File: config.mk
export PLATFORM = sky130hd
export DESIGN_NAME = conv_layer_top
export DESIGN_NICKNAME = d
export VERILOG_FILES = /design/src/hdl/conv_geom_pkg.sv /design/src/hdl/conv_ctrl_pkg.sv /design/src/hdl/conv_stream_if.sv /design/src/hdl/cfg_bus_if.sv /design/src/hdl/apb_reg_decode.sv /design/src/hdl/window_sequencer.sv /design/src/hdl/mac_array.sv /design/src/hdl/result_store.sv /design/src/hdl/conv_layer_top.sv
export SDC_FILE = /design/constraint.sdc
export NUM_CORES = 2
export LEC_CHECK = 0
export BUFFER_PORTS_ARGS = -buffer_cell sky130_fd_sc_hd__buf_2
export CAP_MARGIN = 15
export CORE_MARGIN = 4
export CORE_UTILIZATION = 40
export CTS_CLUSTER_DIAMETER = 30
export DETAILED_ROUTE_END_ITERATION = 8
export PLACE_DENSITY_LB_ADDON = 0.08
export SLEW_MARGIN = 20
export SYNTH_ARGS = -nofsm -noshare
export SYNTH_HDL_FRONTEND = slang
export SYNTH_SLANG_ARGS = --single-unit
export TNS_END_PERCENT = 100
File: constraint.sdc
create_clock -name clk -period 10.53 [get_ports clk]
set_clock_uncertainty 0.15 [all_clocks]
set_input_delay 1.5795 -clock clk [delete_from_list [all_inputs] [get_ports clk]]
set_output_delay 1.5795 -clock clk [all_outputs]
set_load 0.02 [all_outputs]
File: src/hdl/conv_geom_pkg.sv
// Layer geometry and data widths
package conv_geom_pkg;

	////////////////////////////////////////////////////////////
	// default layer shape
	////////////////////////////////////////////////////////////

	// padded input edge, host supplies the border
	localparam int W_IN_DEF = 9;
	localparam int CHIN_DEF = 2;
	localparam int CHOUT_DEF = 4;
	// output edge for a 3x3 window at stride 2
	localparam int WOUT_DEF = 4;

	// fixed window shape
	localparam int KDIM = 3;
	localparam int STRIDE = 2;

	////////////////////////////////////////////////////////////
	// data widths
	////////////////////////////////////////////////////////////

	// pixels and weights, both signed
	localparam int PIX_W = 8;
	// accumulator and bias
	localparam int ACC_W = 24;
	// unsigned quantized result
	localparam int OUT_W = 8;
	// binary point of the accumulator
	localparam int FRAC_BITS = 4;

	typedef logic signed [PIX_W-1:0] pix_t;
	typedef logic signed [ACC_W-1:0] acc_t;

endpackage

File: src/hdl/conv_ctrl_pkg.sv
// Register map and control encodings
package conv_ctrl_pkg;

	localparam int APB_AW = 16;
	localparam int APB_DW = 32;

	// word index width inside one 1 KiB region
	localparam int IDX_W = 8;

	////////////////////////////////////////////////////////////
	// byte offsets
	////////////////////////////////////////////////////////////

	localparam logic [APB_AW-1:0] CTRL_ADDR = 16'h0000;
	localparam logic [APB_AW-1:0] STATUS_ADDR = 16'h0004;
	localparam logic [APB_AW-1:0] IMG_BASE = 16'h0400;
	localparam logic [APB_AW-1:0] WGT_BASE = 16'h0800;
	localparam logic [APB_AW-1:0] BIAS_BASE = 16'h0C00;
	localparam logic [APB_AW-1:0] RES_BASE = 16'h1000;

	// decoded target of an APB access
	typedef enum logic [2:0] {
		T_CTRL,
		T_STATUS,
		T_IMG,
		T_WGT,
		T_BIAS,
		T_RES,
		T_BAD
	} target_e;

	// window sequencer run states
	typedef enum logic [1:0] {
		S_IDLE,
		S_RUN,
		S_DRAIN,
		S_DONE
	} seq_state_e;

endpackage

File: src/hdl/conv_stream_if.sv
// Window operand stream
`timescale 1ns/1ps

interface conv_stream_if #(
	parameter int CHOUT = 4,
	parameter int WOUT = 4
);
	import conv_geom_pkg::*;

	localparam int WIN_W = $clog2(WOUT * WOUT);

	// one beat per cycle, never stalled
	logic valid;
	// window boundaries
	logic first;
	logic last;
	// shared input pixel
	pix_t pix;
	// one weight per output channel
	pix_t wgt [CHOUT];
	// window index of this beat
	logic [WIN_W-1:0] win;

	// sequencer side
	modport src (output valid, first, last, pix, wgt, win);
	// MAC side
	modport snk (input valid, first, last, pix, wgt, win);

endinterface

File: src/hdl/cfg_bus_if.sv
// Decoded memory access bus
`timescale 1ns/1ps

interface cfg_bus_if;
	import conv_ctrl_pkg::*;

	// single cycle strobes from the decoder
	logic wr_en;
	logic rd_en;
	// target already range checked
	target_e tgt;
	logic [IDX_W-1:0] idx;
	logic [APB_DW-1:0] wdata;

	// registered read data, valid a cycle after rd_en
	logic [APB_DW-1:0] img_rd_data;
	logic [APB_DW-1:0] wgt_rd_data;
	logic [APB_DW-1:0] bias_rd_data;
	logic [APB_DW-1:0] res_rd_data;

	modport master (output wr_en, rd_en, tgt, idx, wdata,
		input img_rd_data, wgt_rd_data, bias_rd_data, res_rd_data);
	modport slave_img_wgt (input wr_en, rd_en, tgt, idx, wdata,
		output img_rd_data, wgt_rd_data);
	modport slave_bias_res (input wr_en, rd_en, tgt, idx, wdata,
		output bias_rd_data, res_rd_data);

endinterface

File: src/hdl/apb_reg_decode.sv
// APB register decoder
`timescale 1ns/1ps

module apb_reg_decode #(
	parameter int W_IN = 9,
	parameter int CHIN = 2,
	parameter int CHOUT = 4,
	parameter int WOUT = 4
) (
	input logic clk,
	input logic rst,
	input logic psel,
	input logic penable,
	input logic pwrite,
	input logic [conv_ctrl_pkg::APB_AW-1:0] paddr,
	input logic [conv_ctrl_pkg::APB_DW-1:0] pwdata,
	output logic [conv_ctrl_pkg::APB_DW-1:0] prdata,
	output logic pready,
	output logic pslverr,
	input logic busy,
	input logic done,
	output logic start,
	cfg_bus_if.master cfg
);
	import conv_ctrl_pkg::*;
	import conv_geom_pkg::*;

	// region sizes in words
	localparam int IMG_WORDS = W_IN * W_IN * CHIN;
	localparam int WGT_WORDS = CHOUT * KDIM * KDIM * CHIN;
	localparam int BIAS_WORDS = CHOUT;
	localparam int RES_WORDS = WOUT * WOUT * CHOUT;
	// lowest region select bit
	localparam int RG_LO = IDX_W + 2;

	target_e tgt;
	logic [IDX_W-1:0] idx;
	logic [APB_AW-1:RG_LO] rgn;
	logic access;
	logic mem_rd;
	logic err;
	// second access cycle of a memory read
	logic rd_wait;

	assign idx = paddr[RG_LO-1:2];
	assign rgn = paddr[APB_AW-1:RG_LO];
	assign access = psel & penable;

	////////////////////////////////////////////////////////////
	// address decode, out of range folds into T_BAD
	////////////////////////////////////////////////////////////
	always_comb begin
		tgt = T_BAD;
		if (paddr == CTRL_ADDR)
			tgt = T_CTRL;
		else if (paddr == STATUS_ADDR)
			tgt = T_STATUS;
		else if (paddr[1:0] != 2'b00)
			tgt = T_BAD;
		else if (rgn == IMG_BASE[APB_AW-1:RG_LO] && int'(idx) < IMG_WORDS)
			tgt = T_IMG;
		else if (rgn == WGT_BASE[APB_AW-1:RG_LO] && int'(idx) < WGT_WORDS)
			tgt = T_WGT;
		else if (rgn == BIAS_BASE[APB_AW-1:RG_LO] && int'(idx) < BIAS_WORDS)
			tgt = T_BIAS;
		else if (rgn == RES_BASE[APB_AW-1:RG_LO] && int'(idx) < RES_WORDS)
			tgt = T_RES;
	end

	// error cases: bad address, read-only region, memory locked by a run
	always_comb begin
		case (tgt)
			T_BAD: err = 1'b1;
			T_STATUS, T_RES: err = pwrite;
			T_IMG, T_WGT, T_BIAS: err = pwrite & busy;
			default: err = 1'b0;
		endcase
	end

	assign mem_rd = ~pwrite & (tgt inside {T_IMG, T_WGT, T_BIAS, T_RES});

	// memory reads hold pready low for one cycle
	always_ff @(posedge clk) begin
		if (rst)
			rd_wait <= 1'b0;
		else
			rd_wait <= access & mem_rd & ~rd_wait;
	end

	assign pready = access & (~mem_rd | rd_wait);
	assign pslverr = pready & err;
	// start only from idle or done
	assign start = access & pwrite & (tgt == T_CTRL) & pwdata[0] & ~busy;

	assign cfg.wr_en = access & pwrite & ~err;
	assign cfg.rd_en = access & mem_rd & ~rd_wait;
	assign cfg.tgt = tgt;
	assign cfg.idx = idx;
	assign cfg.wdata = pwdata;

	// read mux, CTRL bit 0 shows the run in progress
	always_comb begin
		case (tgt)
			T_CTRL: prdata = {{(APB_DW-1){1'b0}}, busy};
			T_STATUS: prdata = {{(APB_DW-2){1'b0}}, done, busy};
			T_IMG: prdata = cfg.img_rd_data;
			T_WGT: prdata = cfg.wgt_rd_data;
			T_BIAS: prdata = cfg.bias_rd_data;
			T_RES: prdata = cfg.res_rd_data;
			default: prdata = '0;
		endcase
	end

endmodule

File: src/hdl/window_sequencer.sv
// Window sequencer with image and weight storage
`timescale 1ns/1ps

module window_sequencer #(
	parameter int W_IN = 9,
	parameter int CHIN = 2,
	parameter int CHOUT = 4,
	parameter int WOUT = 4
) (
	input logic clk,
	input logic rst,
	input logic start,
	input logic store_last,
	output logic busy,
	output logic done,
	cfg_bus_if.slave_img_wgt cfg,
	conv_stream_if.src strm
);
	import conv_geom_pkg::*;
	import conv_ctrl_pkg::*;

	localparam int IMG_WORDS = W_IN * W_IN * CHIN;
	// beats per window, also the weights per lane
	localparam int K2C = KDIM * KDIM * CHIN;
	localparam int WGT_WORDS = CHOUT * K2C;
	localparam int NWIN = WOUT * WOUT;
	localparam int IMG_AW = $clog2(IMG_WORDS);
	localparam int WGT_AW = $clog2(WGT_WORDS);
	localparam int KW = $clog2(KDIM);
	localparam int CHW = $clog2(CHIN + 1);
	localparam int BW = $clog2(K2C);
	localparam int WXW = $clog2(WOUT + 1);
	localparam int WIN_W = $clog2(NWIN);

	pix_t img_mem [IMG_WORDS];
	// lane-major, each lane in beat order
	pix_t wgt_mem [WGT_WORDS];

	seq_state_e state;
	logic [KW-1:0] c_cnt;
	logic [KW-1:0] r_cnt;
	logic [CHW-1:0] ch_cnt;
	logic [BW-1:0] beat;
	logic [WXW-1:0] wx;
	logic [WIN_W-1:0] win;
	// top-left pixel of the window and of its window row
	logic [IMG_AW-1:0] ref_addr;
	logic [IMG_AW-1:0] row_ref;
	logic [IMG_AW-1:0] img_addr;
	logic issue;
	logic end_col;
	logic end_row;
	logic end_beat;
	logic end_run;

	assign issue = state == S_RUN;
	assign busy = (state == S_RUN) || (state == S_DRAIN);
	assign done = state == S_DONE;

	// beat order: column inner, then row, then channel
	assign end_col = c_cnt == KW'(KDIM - 1);
	assign end_row = end_col && r_cnt == KW'(KDIM - 1);
	assign end_beat = end_row && ch_cnt == CHW'(CHIN - 1);
	assign end_run = end_beat && win == WIN_W'(NWIN - 1);

	////////////////////////////////////////////////////////////
	// run control
	////////////////////////////////////////////////////////////
	always_ff @(posedge clk) begin
		if (rst) begin
			state <= S_IDLE;
		end else begin
			case (state)
				S_IDLE, S_DONE: begin
					if (start)
						state <= S_RUN;
				end
				S_RUN: begin
					if (end_run)
						state <= S_DRAIN;
				end
				// wait for the last window to land in the result memory
				S_DRAIN: begin
					if (store_last)
						state <= S_DONE;
				end
				default: state <= S_IDLE;
			endcase
		end
	end

	// window walk, cleared whenever not running
	always_ff @(posedge clk) begin
		if (rst || !issue) begin
			c_cnt <= '0;
			r_cnt <= '0;
			ch_cnt <= '0;
			beat <= '0;
			wx <= '0;
			win <= '0;
			ref_addr <= '0;
			row_ref <= '0;
		end else begin
			c_cnt <= end_col ? '0 : c_cnt + 1'b1;
			if (end_col)
				r_cnt <= end_row ? '0 : r_cnt + 1'b1;
			if (end_row)
				ch_cnt <= end_beat ? '0 : ch_cnt + 1'b1;
			beat <= end_beat ? '0 : beat + 1'b1;
			if (end_beat) begin
				win <= win + 1'b1;
				// stride along the row, stride rows at row end
				if (wx == WXW'(WOUT - 1)) begin
					wx <= '0;
					row_ref <= row_ref + IMG_AW'(STRIDE * W_IN);
					ref_addr <= row_ref + IMG_AW'(STRIDE * W_IN);
				end else begin
					wx <= wx + 1'b1;
					ref_addr <= ref_addr + IMG_AW'(STRIDE);
				end
			end
		end
	end

	// channel plane, row and column offsets from the window origin
	assign img_addr = ref_addr + IMG_AW'(ch_cnt) * IMG_AW'(W_IN * W_IN)
		+ IMG_AW'(r_cnt) * IMG_AW'(W_IN) + IMG_AW'(c_cnt);

	////////////////////////////////////////////////////////////
	// operand fetch, one cycle behind the address
	////////////////////////////////////////////////////////////
	always_ff @(posedge clk) begin
		if (rst)
			strm.valid <= 1'b0;
		else
			strm.valid <= issue;
	end

	always_ff @(posedge clk) begin
		strm.first <= beat == '0;
		strm.last <= end_beat;
		strm.win <= win;
		strm.pix <= img_mem[img_addr];
		for (int i = 0; i < CHOUT; i++)
			strm.wgt[i] <= wgt_mem[WGT_AW'(i * K2C) + WGT_AW'(beat)];
	end

	// host port, writes locked out by the decoder during a run
	always_ff @(posedge clk) begin
		if (cfg.wr_en && cfg.tgt == T_IMG)
			img_mem[cfg.idx[IMG_AW-1:0]] <= cfg.wdata[PIX_W-1:0];
		if (cfg.wr_en && cfg.tgt == T_WGT)
			wgt_mem[cfg.idx[WGT_AW-1:0]] <= cfg.wdata[PIX_W-1:0];
		// sign extended readback
		if (cfg.rd_en && cfg.tgt == T_IMG)
			cfg.img_rd_data <= APB_DW'(img_mem[cfg.idx[IMG_AW-1:0]]);
		if (cfg.rd_en && cfg.tgt == T_WGT)
			cfg.wgt_rd_data <= APB_DW'(wgt_mem[cfg.idx[WGT_AW-1:0]]);
	end

endmodule

File: src/hdl/mac_array.sv
// Parallel multiply-accumulate lanes
`timescale 1ns/1ps

module mac_array #(
	parameter int CHOUT = 4,
	parameter int WOUT = 4
) (
	input logic clk,
	input logic rst,
	conv_stream_if.snk strm,
	output logic acc_valid,
	output conv_geom_pkg::acc_t acc [CHOUT],
	output logic [$clog2(WOUT*WOUT)-1:0] acc_win
);
	import conv_geom_pkg::*;

	// sign extended products, one per lane
	acc_t prod [CHOUT];

	always_comb begin
		for (int i = 0; i < CHOUT; i++)
			prod[i] = acc_t'(strm.pix) * acc_t'(strm.wgt[i]);
	end

	////////////////////////////////////////////////////////////
	// lanes
	////////////////////////////////////////////////////////////

	// first beat loads, later beats add
	// sum holds for exactly the cycle after last
	always_ff @(posedge clk) begin
		if (strm.valid) begin
			for (int i = 0; i < CHOUT; i++)
				acc[i] <= strm.first ? prod[i] : acc[i] + prod[i];
		end
	end

	// one pulse per finished window
	always_ff @(posedge clk) begin
		if (rst)
			acc_valid <= 1'b0;
		else
			acc_valid <= strm.valid & strm.last;
	end

	always_ff @(posedge clk) begin
		if (strm.valid && strm.last)
			acc_win <= strm.win;
	end

endmodule

File: src/hdl/result_store.sv
// Bias, ReLU, quantizer and result memory
`timescale 1ns/1ps

module result_store #(
	parameter int CHOUT = 4,
	parameter int WOUT = 4
) (
	input logic clk,
	input logic rst,
	cfg_bus_if.slave_bias_res cfg,
	input logic acc_valid,
	input conv_geom_pkg::acc_t acc [CHOUT],
	input logic [$clog2(WOUT*WOUT)-1:0] acc_win,
	output logic store_last
);
	import conv_geom_pkg::*;
	import conv_ctrl_pkg::*;

	localparam int NWIN = WOUT * WOUT;
	localparam int WIN_W = $clog2(NWIN);
	localparam int RES_WORDS = NWIN * CHOUT;
	localparam int BIAS_AW = $clog2(CHOUT);
	localparam int RES_AW = $clog2(RES_WORDS);
	// largest unsigned result
	localparam acc_t SAT_MAX = acc_t'((1 << OUT_W) - 1);

	acc_t bias_mem [CHOUT];
	// window-major, channels adjacent
	logic [OUT_W-1:0] res_mem [RES_WORDS];
	acc_t sum [CHOUT];
	logic [OUT_W-1:0] q [CHOUT];

	////////////////////////////////////////////////////////////
	// per channel post-processing
	////////////////////////////////////////////////////////////
	always_comb begin
		for (int i = 0; i < CHOUT; i++) begin
			sum[i] = acc[i] + bias_mem[i];
			// ReLU clamp
			if (sum[i][ACC_W-1])
				q[i] = '0;
			else if ((sum[i] >>> FRAC_BITS) > SAT_MAX)
				q[i] = '1;
			else
				q[i] = sum[i][FRAC_BITS +: OUT_W];
		end
	end

	// final window lands on this edge
	assign store_last = acc_valid && acc_win == WIN_W'(NWIN - 1);

	always_ff @(posedge clk) begin
		if (acc_valid) begin
			for (int i = 0; i < CHOUT; i++)
				res_mem[RES_AW'(acc_win) * RES_AW'(CHOUT) + RES_AW'(i)] <= q[i];
		end
	end

	// host port, bias sign extended and result zero extended
	always_ff @(posedge clk) begin
		if (cfg.wr_en && cfg.tgt == T_BIAS)
			bias_mem[cfg.idx[BIAS_AW-1:0]] <= cfg.wdata[ACC_W-1:0];
		if (cfg.rd_en && cfg.tgt == T_BIAS)
			cfg.bias_rd_data <= APB_DW'(bias_mem[cfg.idx[BIAS_AW-1:0]]);
		if (cfg.rd_en && cfg.tgt == T_RES)
			cfg.res_rd_data <= {{(APB_DW-OUT_W){1'b0}}, res_mem[cfg.idx[RES_AW-1:0]]};
	end

endmodule

File: src/hdl/conv_layer_top.sv
// Stride-2 convolution layer top
`timescale 1ns/1ps

module conv_layer_top #(
	parameter int W_IN = conv_geom_pkg::W_IN_DEF,
	parameter int CHIN = conv_geom_pkg::CHIN_DEF,
	parameter int CHOUT = conv_geom_pkg::CHOUT_DEF,
	parameter int WOUT = conv_geom_pkg::WOUT_DEF
) (
	input logic clk,
	input logic rst,
	input logic psel,
	input logic penable,
	input logic pwrite,
	input logic [conv_ctrl_pkg::APB_AW-1:0] paddr,
	input logic [conv_ctrl_pkg::APB_DW-1:0] pwdata,
	output logic [conv_ctrl_pkg::APB_DW-1:0] prdata,
	output logic pready,
	output logic pslverr,
	output logic irq
);
	import conv_geom_pkg::*;

	localparam int WIN_W = $clog2(WOUT * WOUT);

	// run handshake
	logic start;
	logic busy;
	logic done;
	logic store_last;
	// MAC to result link
	logic acc_valid;
	acc_t acc [CHOUT];
	logic [WIN_W-1:0] acc_win;

	cfg_bus_if cfg ();
	conv_stream_if #(.CHOUT(CHOUT), .WOUT(WOUT)) strm ();

	////////////////////////////////////////////////////////////
	// decode
	////////////////////////////////////////////////////////////
	apb_reg_decode #(.W_IN(W_IN), .CHIN(CHIN), .CHOUT(CHOUT), .WOUT(WOUT)) u_decode (
		.clk(clk), .rst(rst),
		.psel(psel), .penable(penable), .pwrite(pwrite),
		.paddr(paddr), .pwdata(pwdata), .prdata(prdata),
		.pready(pready), .pslverr(pslverr),
		.busy(busy), .done(done), .start(start),
		.cfg(cfg)
	);

	////////////////////////////////////////////////////////////
	// execute
	////////////////////////////////////////////////////////////
	window_sequencer #(.W_IN(W_IN), .CHIN(CHIN), .CHOUT(CHOUT), .WOUT(WOUT)) u_seq (
		.clk(clk), .rst(rst), .start(start), .store_last(store_last),
		.busy(busy), .done(done), .cfg(cfg), .strm(strm)
	);

	mac_array #(.CHOUT(CHOUT), .WOUT(WOUT)) u_mac (
		.clk(clk), .rst(rst), .strm(strm),
		.acc_valid(acc_valid), .acc(acc), .acc_win(acc_win)
	);

	////////////////////////////////////////////////////////////
	// result
	////////////////////////////////////////////////////////////
	result_store #(.CHOUT(CHOUT), .WOUT(WOUT)) u_res (
		.clk(clk), .rst(rst), .cfg(cfg),
		.acc_valid(acc_valid), .acc(acc), .acc_win(acc_win),
		.store_last(store_last)
	);

	// level interrupt, held until the next start
	assign irq = done;

endmodule

Word-level counts from Yosys, hierarchy flattened
Memory sizes are Yosys's and may differ from the RTL's. A register that Yosys moved wholly into a read port is not among the register bits.
Cells that the tools add are included.
{"block": "word_totals", "register_bits": 145, "ram_bits": 2480, "in_bits": 53, "out_inout_bits": 35, "wordCells": 174, "n_memories": 4}
{"block": "op_classes", "add_sub_neg": 25, "multipliers": 6, "magnitude_cmp": 8, "n_eq_ne": 23, "mux": 37, "bitwise_logic": 19, "reduce_logical": 32}
{"name": "u_seq.img_mem", "depth": 162, "word_bits": 8, "read_ports": 2, "rd_clocked_by_memory_dff": 2, "wr": 1, "line_no": "window_sequencer.sv:35", "source": "pix_t img_mem [IMG_WORDS];"}
{"name": "u_seq.wgt_mem", "depth": 72, "word_bits": 8, "read_ports": 5, "rd_clocked_by_memory_dff": 5, "wr": 1, "line_no": "window_sequencer.sv:37", "source": "pix_t wgt_mem [WGT_WORDS];"}
{"name": "u_res.res_mem", "depth": 64, "word_bits": 8, "read_ports": 1, "rd_clocked_by_memory_dff": 1, "wr": 4, "line_no": "result_store.sv:29", "source": "logic [OUT_W-1:0] res_mem [RES_WORDS];"}
{"name": "u_res.bias_mem", "depth": 4, "word_bits": 24, "read_ports": 5, "rd_clocked_by_memory_dff": 1, "wr": 1, "line_no": "result_store.sv:27", "source": "acc_t bias_mem [CHOUT];"}
{"cell": "adder 24 bit", "count": 8}
{"cell": "one-hot mux 32 bit (6 select lines)", "count": 1}
{"cell": "2-to-1 mux 24 bit", "count": 4}
{"cell": "> comparator 20 x 9 -> 1 bit, second input constant", "count": 4}
{"cell": "2-to-1 mux 8 bit", "count": 9}
{"cell": "multiplier 8 x 8 -> 16 bit", "count": 4}
{"cell": "2-to-1 mux 3 bit", "count": 7}
{"cell": "== test 16 x 3 -> 1 bit, second input constant", "count": 1}
{"cell": "logical AND 1 bit", "count": 16}
{"cell": "logical NOT 16 bit", "count": 1}
{"cell": "less-than comparator 8 x 7 -> 1 bit, second input constant", "count": 2}
{"cell": "adder 6 x 5 -> 7 bit, first input constant", "count": 2}
{"cell": "bitwise AND 1 bit", "count": 13}
{"cell": "adder 6 x 2 -> 6 bit, second input constant", "count": 2}
{"cell": "== test 6 x 2 -> 1 bit, second input constant", "count": 2}
{"cell": "2-to-1 mux 2 bit", "count": 6}
{"cell": "== test 3 x 2 -> 1 bit, second input constant", "count": 3}
{"cell": "== test 3 bit, second input constant", "count": 3}
{"cell": "adder 8 x 2 -> 8 bit", "count": 1}
{"cell": "adder 8 x 2 -> 8 bit, second input constant", "count": 1}
{"cell": "adder 8 x 5 -> 8 bit, second input constant", "count": 1}
{"cell": "adder 8 x 6 -> 8 bit", "count": 1}
{"cell": "adder 8 bit", "count": 1}
{"cell": "== test 2 bit, second input constant", "count": 4}
{"cell": "other kinds (32)", "count": 53}

Depth between registers and ports, before layout
{"block": "depth", "ltp_word": 17, "mapped_depth": 32, "mapped_depth_nobuf": 30}

Cells and area by module
From an unflattened synthesis, not the netlist that was laid out.
{"block": "hier_totals", "cells_unflattened": 8794, "area_unflattened_um2": 145833.6}
{"module": "window_sequencer", "instances": 1, "cells_each": 5023, "area_per_inst_um2": 97397.2, "seq_area_each_um2": 58315.9}
{"module": "result_store", "instances": 1, "cells_each": 1581, "area_per_inst_um2": 28725.0, "seq_area_each_um2": 19218.4}
{"module": "mac_array", "instances": 1, "cells_each": 1972, "area_per_inst_um2": 18123.6, "seq_area_each_um2": 3022.9}
{"module": "apb_reg_decode", "instances": 1, "cells_each": 218, "area_per_inst_um2": 1587.8, "seq_area_each_um2": 20.0}

Worst setup path after synthesis
Ideal clock, no wire load.
{"block": "synth_timing", "path_kind": "register to register", "start": "register u_seq.strm.pix[7] (read register of u_seq.img_mem)", "end": "register u_mac.acc[23] in the netlist's numbering (data pin)", "setup_ps": 288, "arrival_time_ps": 6497, "required_ps": 10092, "slack_ps": 3595, "stages_incl_launch_ff": 28, "path_buffers": 1, "synth_period_minus_slack_ps": 6935, "path_cell_list": "dfxtp_1 clkbuf_1 and2_1 fa_1 inv_1 fa_1 inv_1 fa_1 inv_1 fa_1 inv_1 ha_1 inv_1 o21bai_1 a21oi_1 nor2b_1 o2111ai_1 nand3_1 o41a_1 xnor2_1 ha_1 and3_1 a221o_1 a211o_1 a221oi_1 xor2_1 nor2_1 xor2_1"}
{"block": "synth_via", "elab_chain_len": 3}
{"item": "start, declared", "line_no": "conv_stream_if.sv:25", "source": "modport src (output valid, first, last, pix, wgt, win);"}
{"item": "multiplier 8 x 8 -> 16 bit (*)", "line_no": "mac_array.sv:22", "source": "prod[i] = acc_t'(strm.pix) * acc_t'(strm.wgt[i]);"}
{"item": "adder 24 bit", "line_no": "mac_array.sv:34", "source": "acc[i] <= strm.first ? prod[i] : acc[i] + prod[i];"}
{"item": "2-to-1 mux 24 bit (*)", "line_no": "mac_array.sv:34"}
{"item": "end signal, assigned by index", "line_no": "mac_array.sv:34"}
{"item": "end, declared", "line_no": "mac_array.sv:12", "source": "output conv_geom_pkg::acc_t acc [CHOUT],"}
Every way passes the cells marked *; elsewhere a longest branch is shown, timed or not.
A chain may end at the register's enable or synchronous reset.

Worst setup path after layout
{"block": "layout_timing", "start": "register u_seq.strm.pix[0] (read register of u_seq.img_mem)", "end": "register u_mac.acc[22] in the netlist's numbering (data pin)"}
The elaborated chain is that of the path after synthesis.

==> flow_summary.toml <==
[cts]
htreeDepth = 6
cts-root-buf = "clkbuf_16"
cts_num_sinks = 2711
numCtsBuffers = 640
post_cts_resized = 0
path_clk_slew_ps = 50
clk_latency_ps = 1040
post_cts_buffers = 0
cts_tree = "done"
cts_max_path_buffers = 4
cts_hold_buffers = 0

[global_route]
grt_pass1_wl_um = 624000
grt_usage_pct = 23.6
grt_pass1_vias = 84894
grt_max_degree = 162
antenna_found_initial = 23
overflow = 0

[critical_path]
startpoint_type = "register"
crit_path_end_kind = "register"
r2r-start = "u_seq.strm.pix[0]"
critPathTopFamily = "compound AO/OA/AOI/OAI gates"
reg2reg_to = "u_mac.acc[22]"
cp_slowest_stage_delay_ps = 850
reg2reg_slack_ps = 2410
r2r_cells = 27
arrival_ps = 8650
path_buf_inv = 6
crit_slowest_cell = "dfxtp_1"
cp.required_ps = 11070
critPathKind = "register to register"
critPathMaxFanout = 18

[sta]
setup_tns_ps = 0
rsz0062_at_grt = "no"
whs_ps = 235
drv_slew = 0
slew_headroom_pct = 18.7
hold_viol = 0
period_needed_ps = 8120
worst_slew_pin_slew_ps = 1220
finalCritPeriodShare_pct = 77.1
final-setup-viol-count = 0
fmax_mhz = 123

[min_path]
min_path_type = "register to register"
holdPathStages = 0
hold_end = "u_seq.strm.win[3]"
hp-start = "u_seq.win[3]"

[die]
die_w_um = 605
die_h_um = 605
die_area_mm2 = 0.366
io_pins = 88
num_rows = 218
start_util_pct = 40.3
coreArea_mm2 = 0.354

[job]
cap_violations = 0

[yosys]
synth_xor_xnor_area_share_pct = 1.31
synth_top_family_by_area = "multiplexers"
synth_ff_type = "edfxtp_1"
synth_edf_count = 2628
synth-simple-area-share_pct = 4.13
synth_cell_types = 90
synth-seq-cells = 2711
syn_area_per_cell_um2 = 17.7
ys_seq_area_share_pct = 56.5
synth_nets = 8655
netlist_instances = 8038
yosys-top-cells-area = "edfxtp_1 55%, mux4_2 25%, fa_1 3.2%"
synthDominantAreaCellType = "edfxtp_1"
async_flop_share_pct = 0
synthesis.area_mm2 = 0.143
yosysWarnings = 0
synth.area.mux_share_pct = 26.1
synthAdderAreaFrac_pct = 6.15
synth_top_area_share_pct = 55.4
synth_compound_area_share_pct = 3.32

[drt]
wl_per_cell_um = 31.8
drc = 0
drt-initial-drc-count = 8013
ant_nets = 0
viasPerCell = 5.99
wirelength_um = 438000
firstDrtPassIters = 6
vias = 82397

[power]
p_per_area_mw_per_mm2 = 344
vdd_drop_max_mv = 0.968
p_leak_nw = 57.5

[finish]
fill_cells = 29395
instances_no_fill = 13756
stdcell_area_mm2 = 0.171
syn_to_final_growth_pct = 20.0
drive_above_1_share_pct = 34.0
nets = 9093

[place]
port_buffers = 79
dp_cells = 12558
dp_hpwl_um = 290000
globalplace.congestion = 0.864
placed_area_mm2 = 0.149

[run_status]
status = "completed"
## routing by layer
| layer | wire length (um) | GRT usage, % | vias up |
|---|---|---|---|
| li1 | - | - | 34046 |
| met1 | 180000 | 32.1 | 44393 |
| met2 | 215000 | 38.9 | 3247 |
| met3 | 28200 | 4.34 | 707 |
| met4 | 14000 | 7.23 | 4 |
| met5 | 28 | 0 | - |
## state kept, by name, indices dropped and copies added, names as in the netlist, 3 cells and up
signal,flops
u_mac.acc,96
u_res.res_mem,512
u_seq.cfg.img_rd_data,8
u_seq.img_mem,1296
u_seq.ref_addr,7
u_res.bias_mem,96
u_seq.strm.win,4
u_seq.strm.wgt,32
u_mac.acc_win,4
u_seq.wgt_mem,576
u_res.cfg.res_rd_data,8
u_seq.cfg.wgt_rd_data,8
u_seq.win,4
u_seq.wx,3
u_seq.beat,5
u_seq.row_ref,7
u_res.cfg.bias_rd_data,24
u_seq.strm.pix,8
## layout make-up
type                       count  area [um2]  area share (%)
sequential                  2711       80600            47.1
multi-input combinational   4451       58800            34.4
clock buffer                 731       16700            9.74
tap                         4730        5920            3.46
clock inverter               454        5230            3.06
timing repair buffer         278        2340            1.37
inverter                     394        1480           0.864
antenna                        7        17.5          0.0102
## kinds of logic after synthesis
kind of cell | Yosys count
AOI/OAI and AO/OA | 725
buffers and inverters | 876
adders and majority gates | 564
and+or+nand+nor | 1243
DFF | 2711
muxes | 1705
xor gates and xnor gates | 213
other | 1
## worst max-delay path by stage
stage	startpoint	endpoint	slack (ps)	depth (start not counted)
global placement	u_seq.strm.pix[0]	u_mac.acc[22]	2400	27
global route	u_seq.strm.pix[0]	u_mac.acc[22]	1930	27
detailed placement	u_seq.strm.pix[0]	u_mac.acc[22]	2370	27
CTS	u_seq.strm.pix[0]	u_mac.acc[22]	2350	27
finish	u_seq.strm.pix[0]	u_mac.acc[22]	2410	27
floorplan	u_seq.strm.pix[7]	u_mac.acc[23]	3600	27
## cells in the mapped netlist, types with 72 or more instances
| cell type | count |
|---|---|
| ha_1 | 336 |
| buf_1 | 119 |
| edfxtp_1 | 2628 |
| xnor2_1 | 140 |
| inv_1 | 392 |
| nor2_1 | 394 |
| a21o_1 | 73 |
| mux4_2 | 1604 |
| clkbuf_1 | 235 |
| fa_1 | 228 |
| xor2_1 | 72 |
| dfxtp_1 | 83 |
| buf_2 | 115 |
| nand2_1 | 337 |
| and2_1 | 189 |
| o21ai_0 | 130 |
| a21oi_1 | 190 |
## power by group
part           internal, mW  total (mW)  switching [mW]
registers              13.4        13.7           0.272
clock network          13.3        19.8            6.49
logic                  10.4        25.3            15.0
## cells in the final DEF, fill, tap and decap left out, types with 30 or more instances in the layout
master | Yosys | layout
xor2_1 | 72 | 71
clkinv_4 | 0 | 37
nor2b_1 | 65 | 64
inv_1 | 392 | 392
inv_6 | 0 | 40
buf_2 | 115 | 65
nand2_1 | 337 | 337
xnor2_1 | 140 | 131
dfxtp_1 | 83 | 78
nor2_1 | 394 | 348
nand2b_1 | 33 | 33
and2_1 | 189 | 189
clkinv_1 | 0 | 81
edfxtp_1 | 2628 | 2628
mux4_2 | 1604 | 1604
bufinv_16 | 0 | 77
mux2_2 | 37 | 37
buf_4 | 13 | 174
clkbuf_1 | 235 | 73
nor2_2 | 0 | 30
clkinv_2 | 0 | 107
clkbuf_16 | 0 | 651
o21ai_0 | 130 | 130
clkinvlp_4 | 0 | 68
nor3_1 | 55 | 49
o21bai_1 | 31 | 31
o21a_1 | 55 | 55
mux2i_1 | 56 | 56
o21ai_1 | 54 | 54
nand3_1 | 70 | 66
ha_1 | 336 | 334
fa_1 | 228 | 227
a21o_1 | 73 | 73
a21oi_1 | 190 | 187
## through the flow
| step | setup WS [ps] | utilization, % | total power [mW] |
|---|---|---|---|
| finish | 2410 | 48.4 | 58.8 |
| global route | 1930 | 48.4 | 62.6 |
| CTS | 2350 | 48.3 | 59.4 |
| detailed placement | 2370 | 42.1 | 39.3 |
| global placement | 2400 | 42.1 | 38.9 |
| floorplan | 3600 | - | 32.3 |
(Power assumes the default switching activity.)
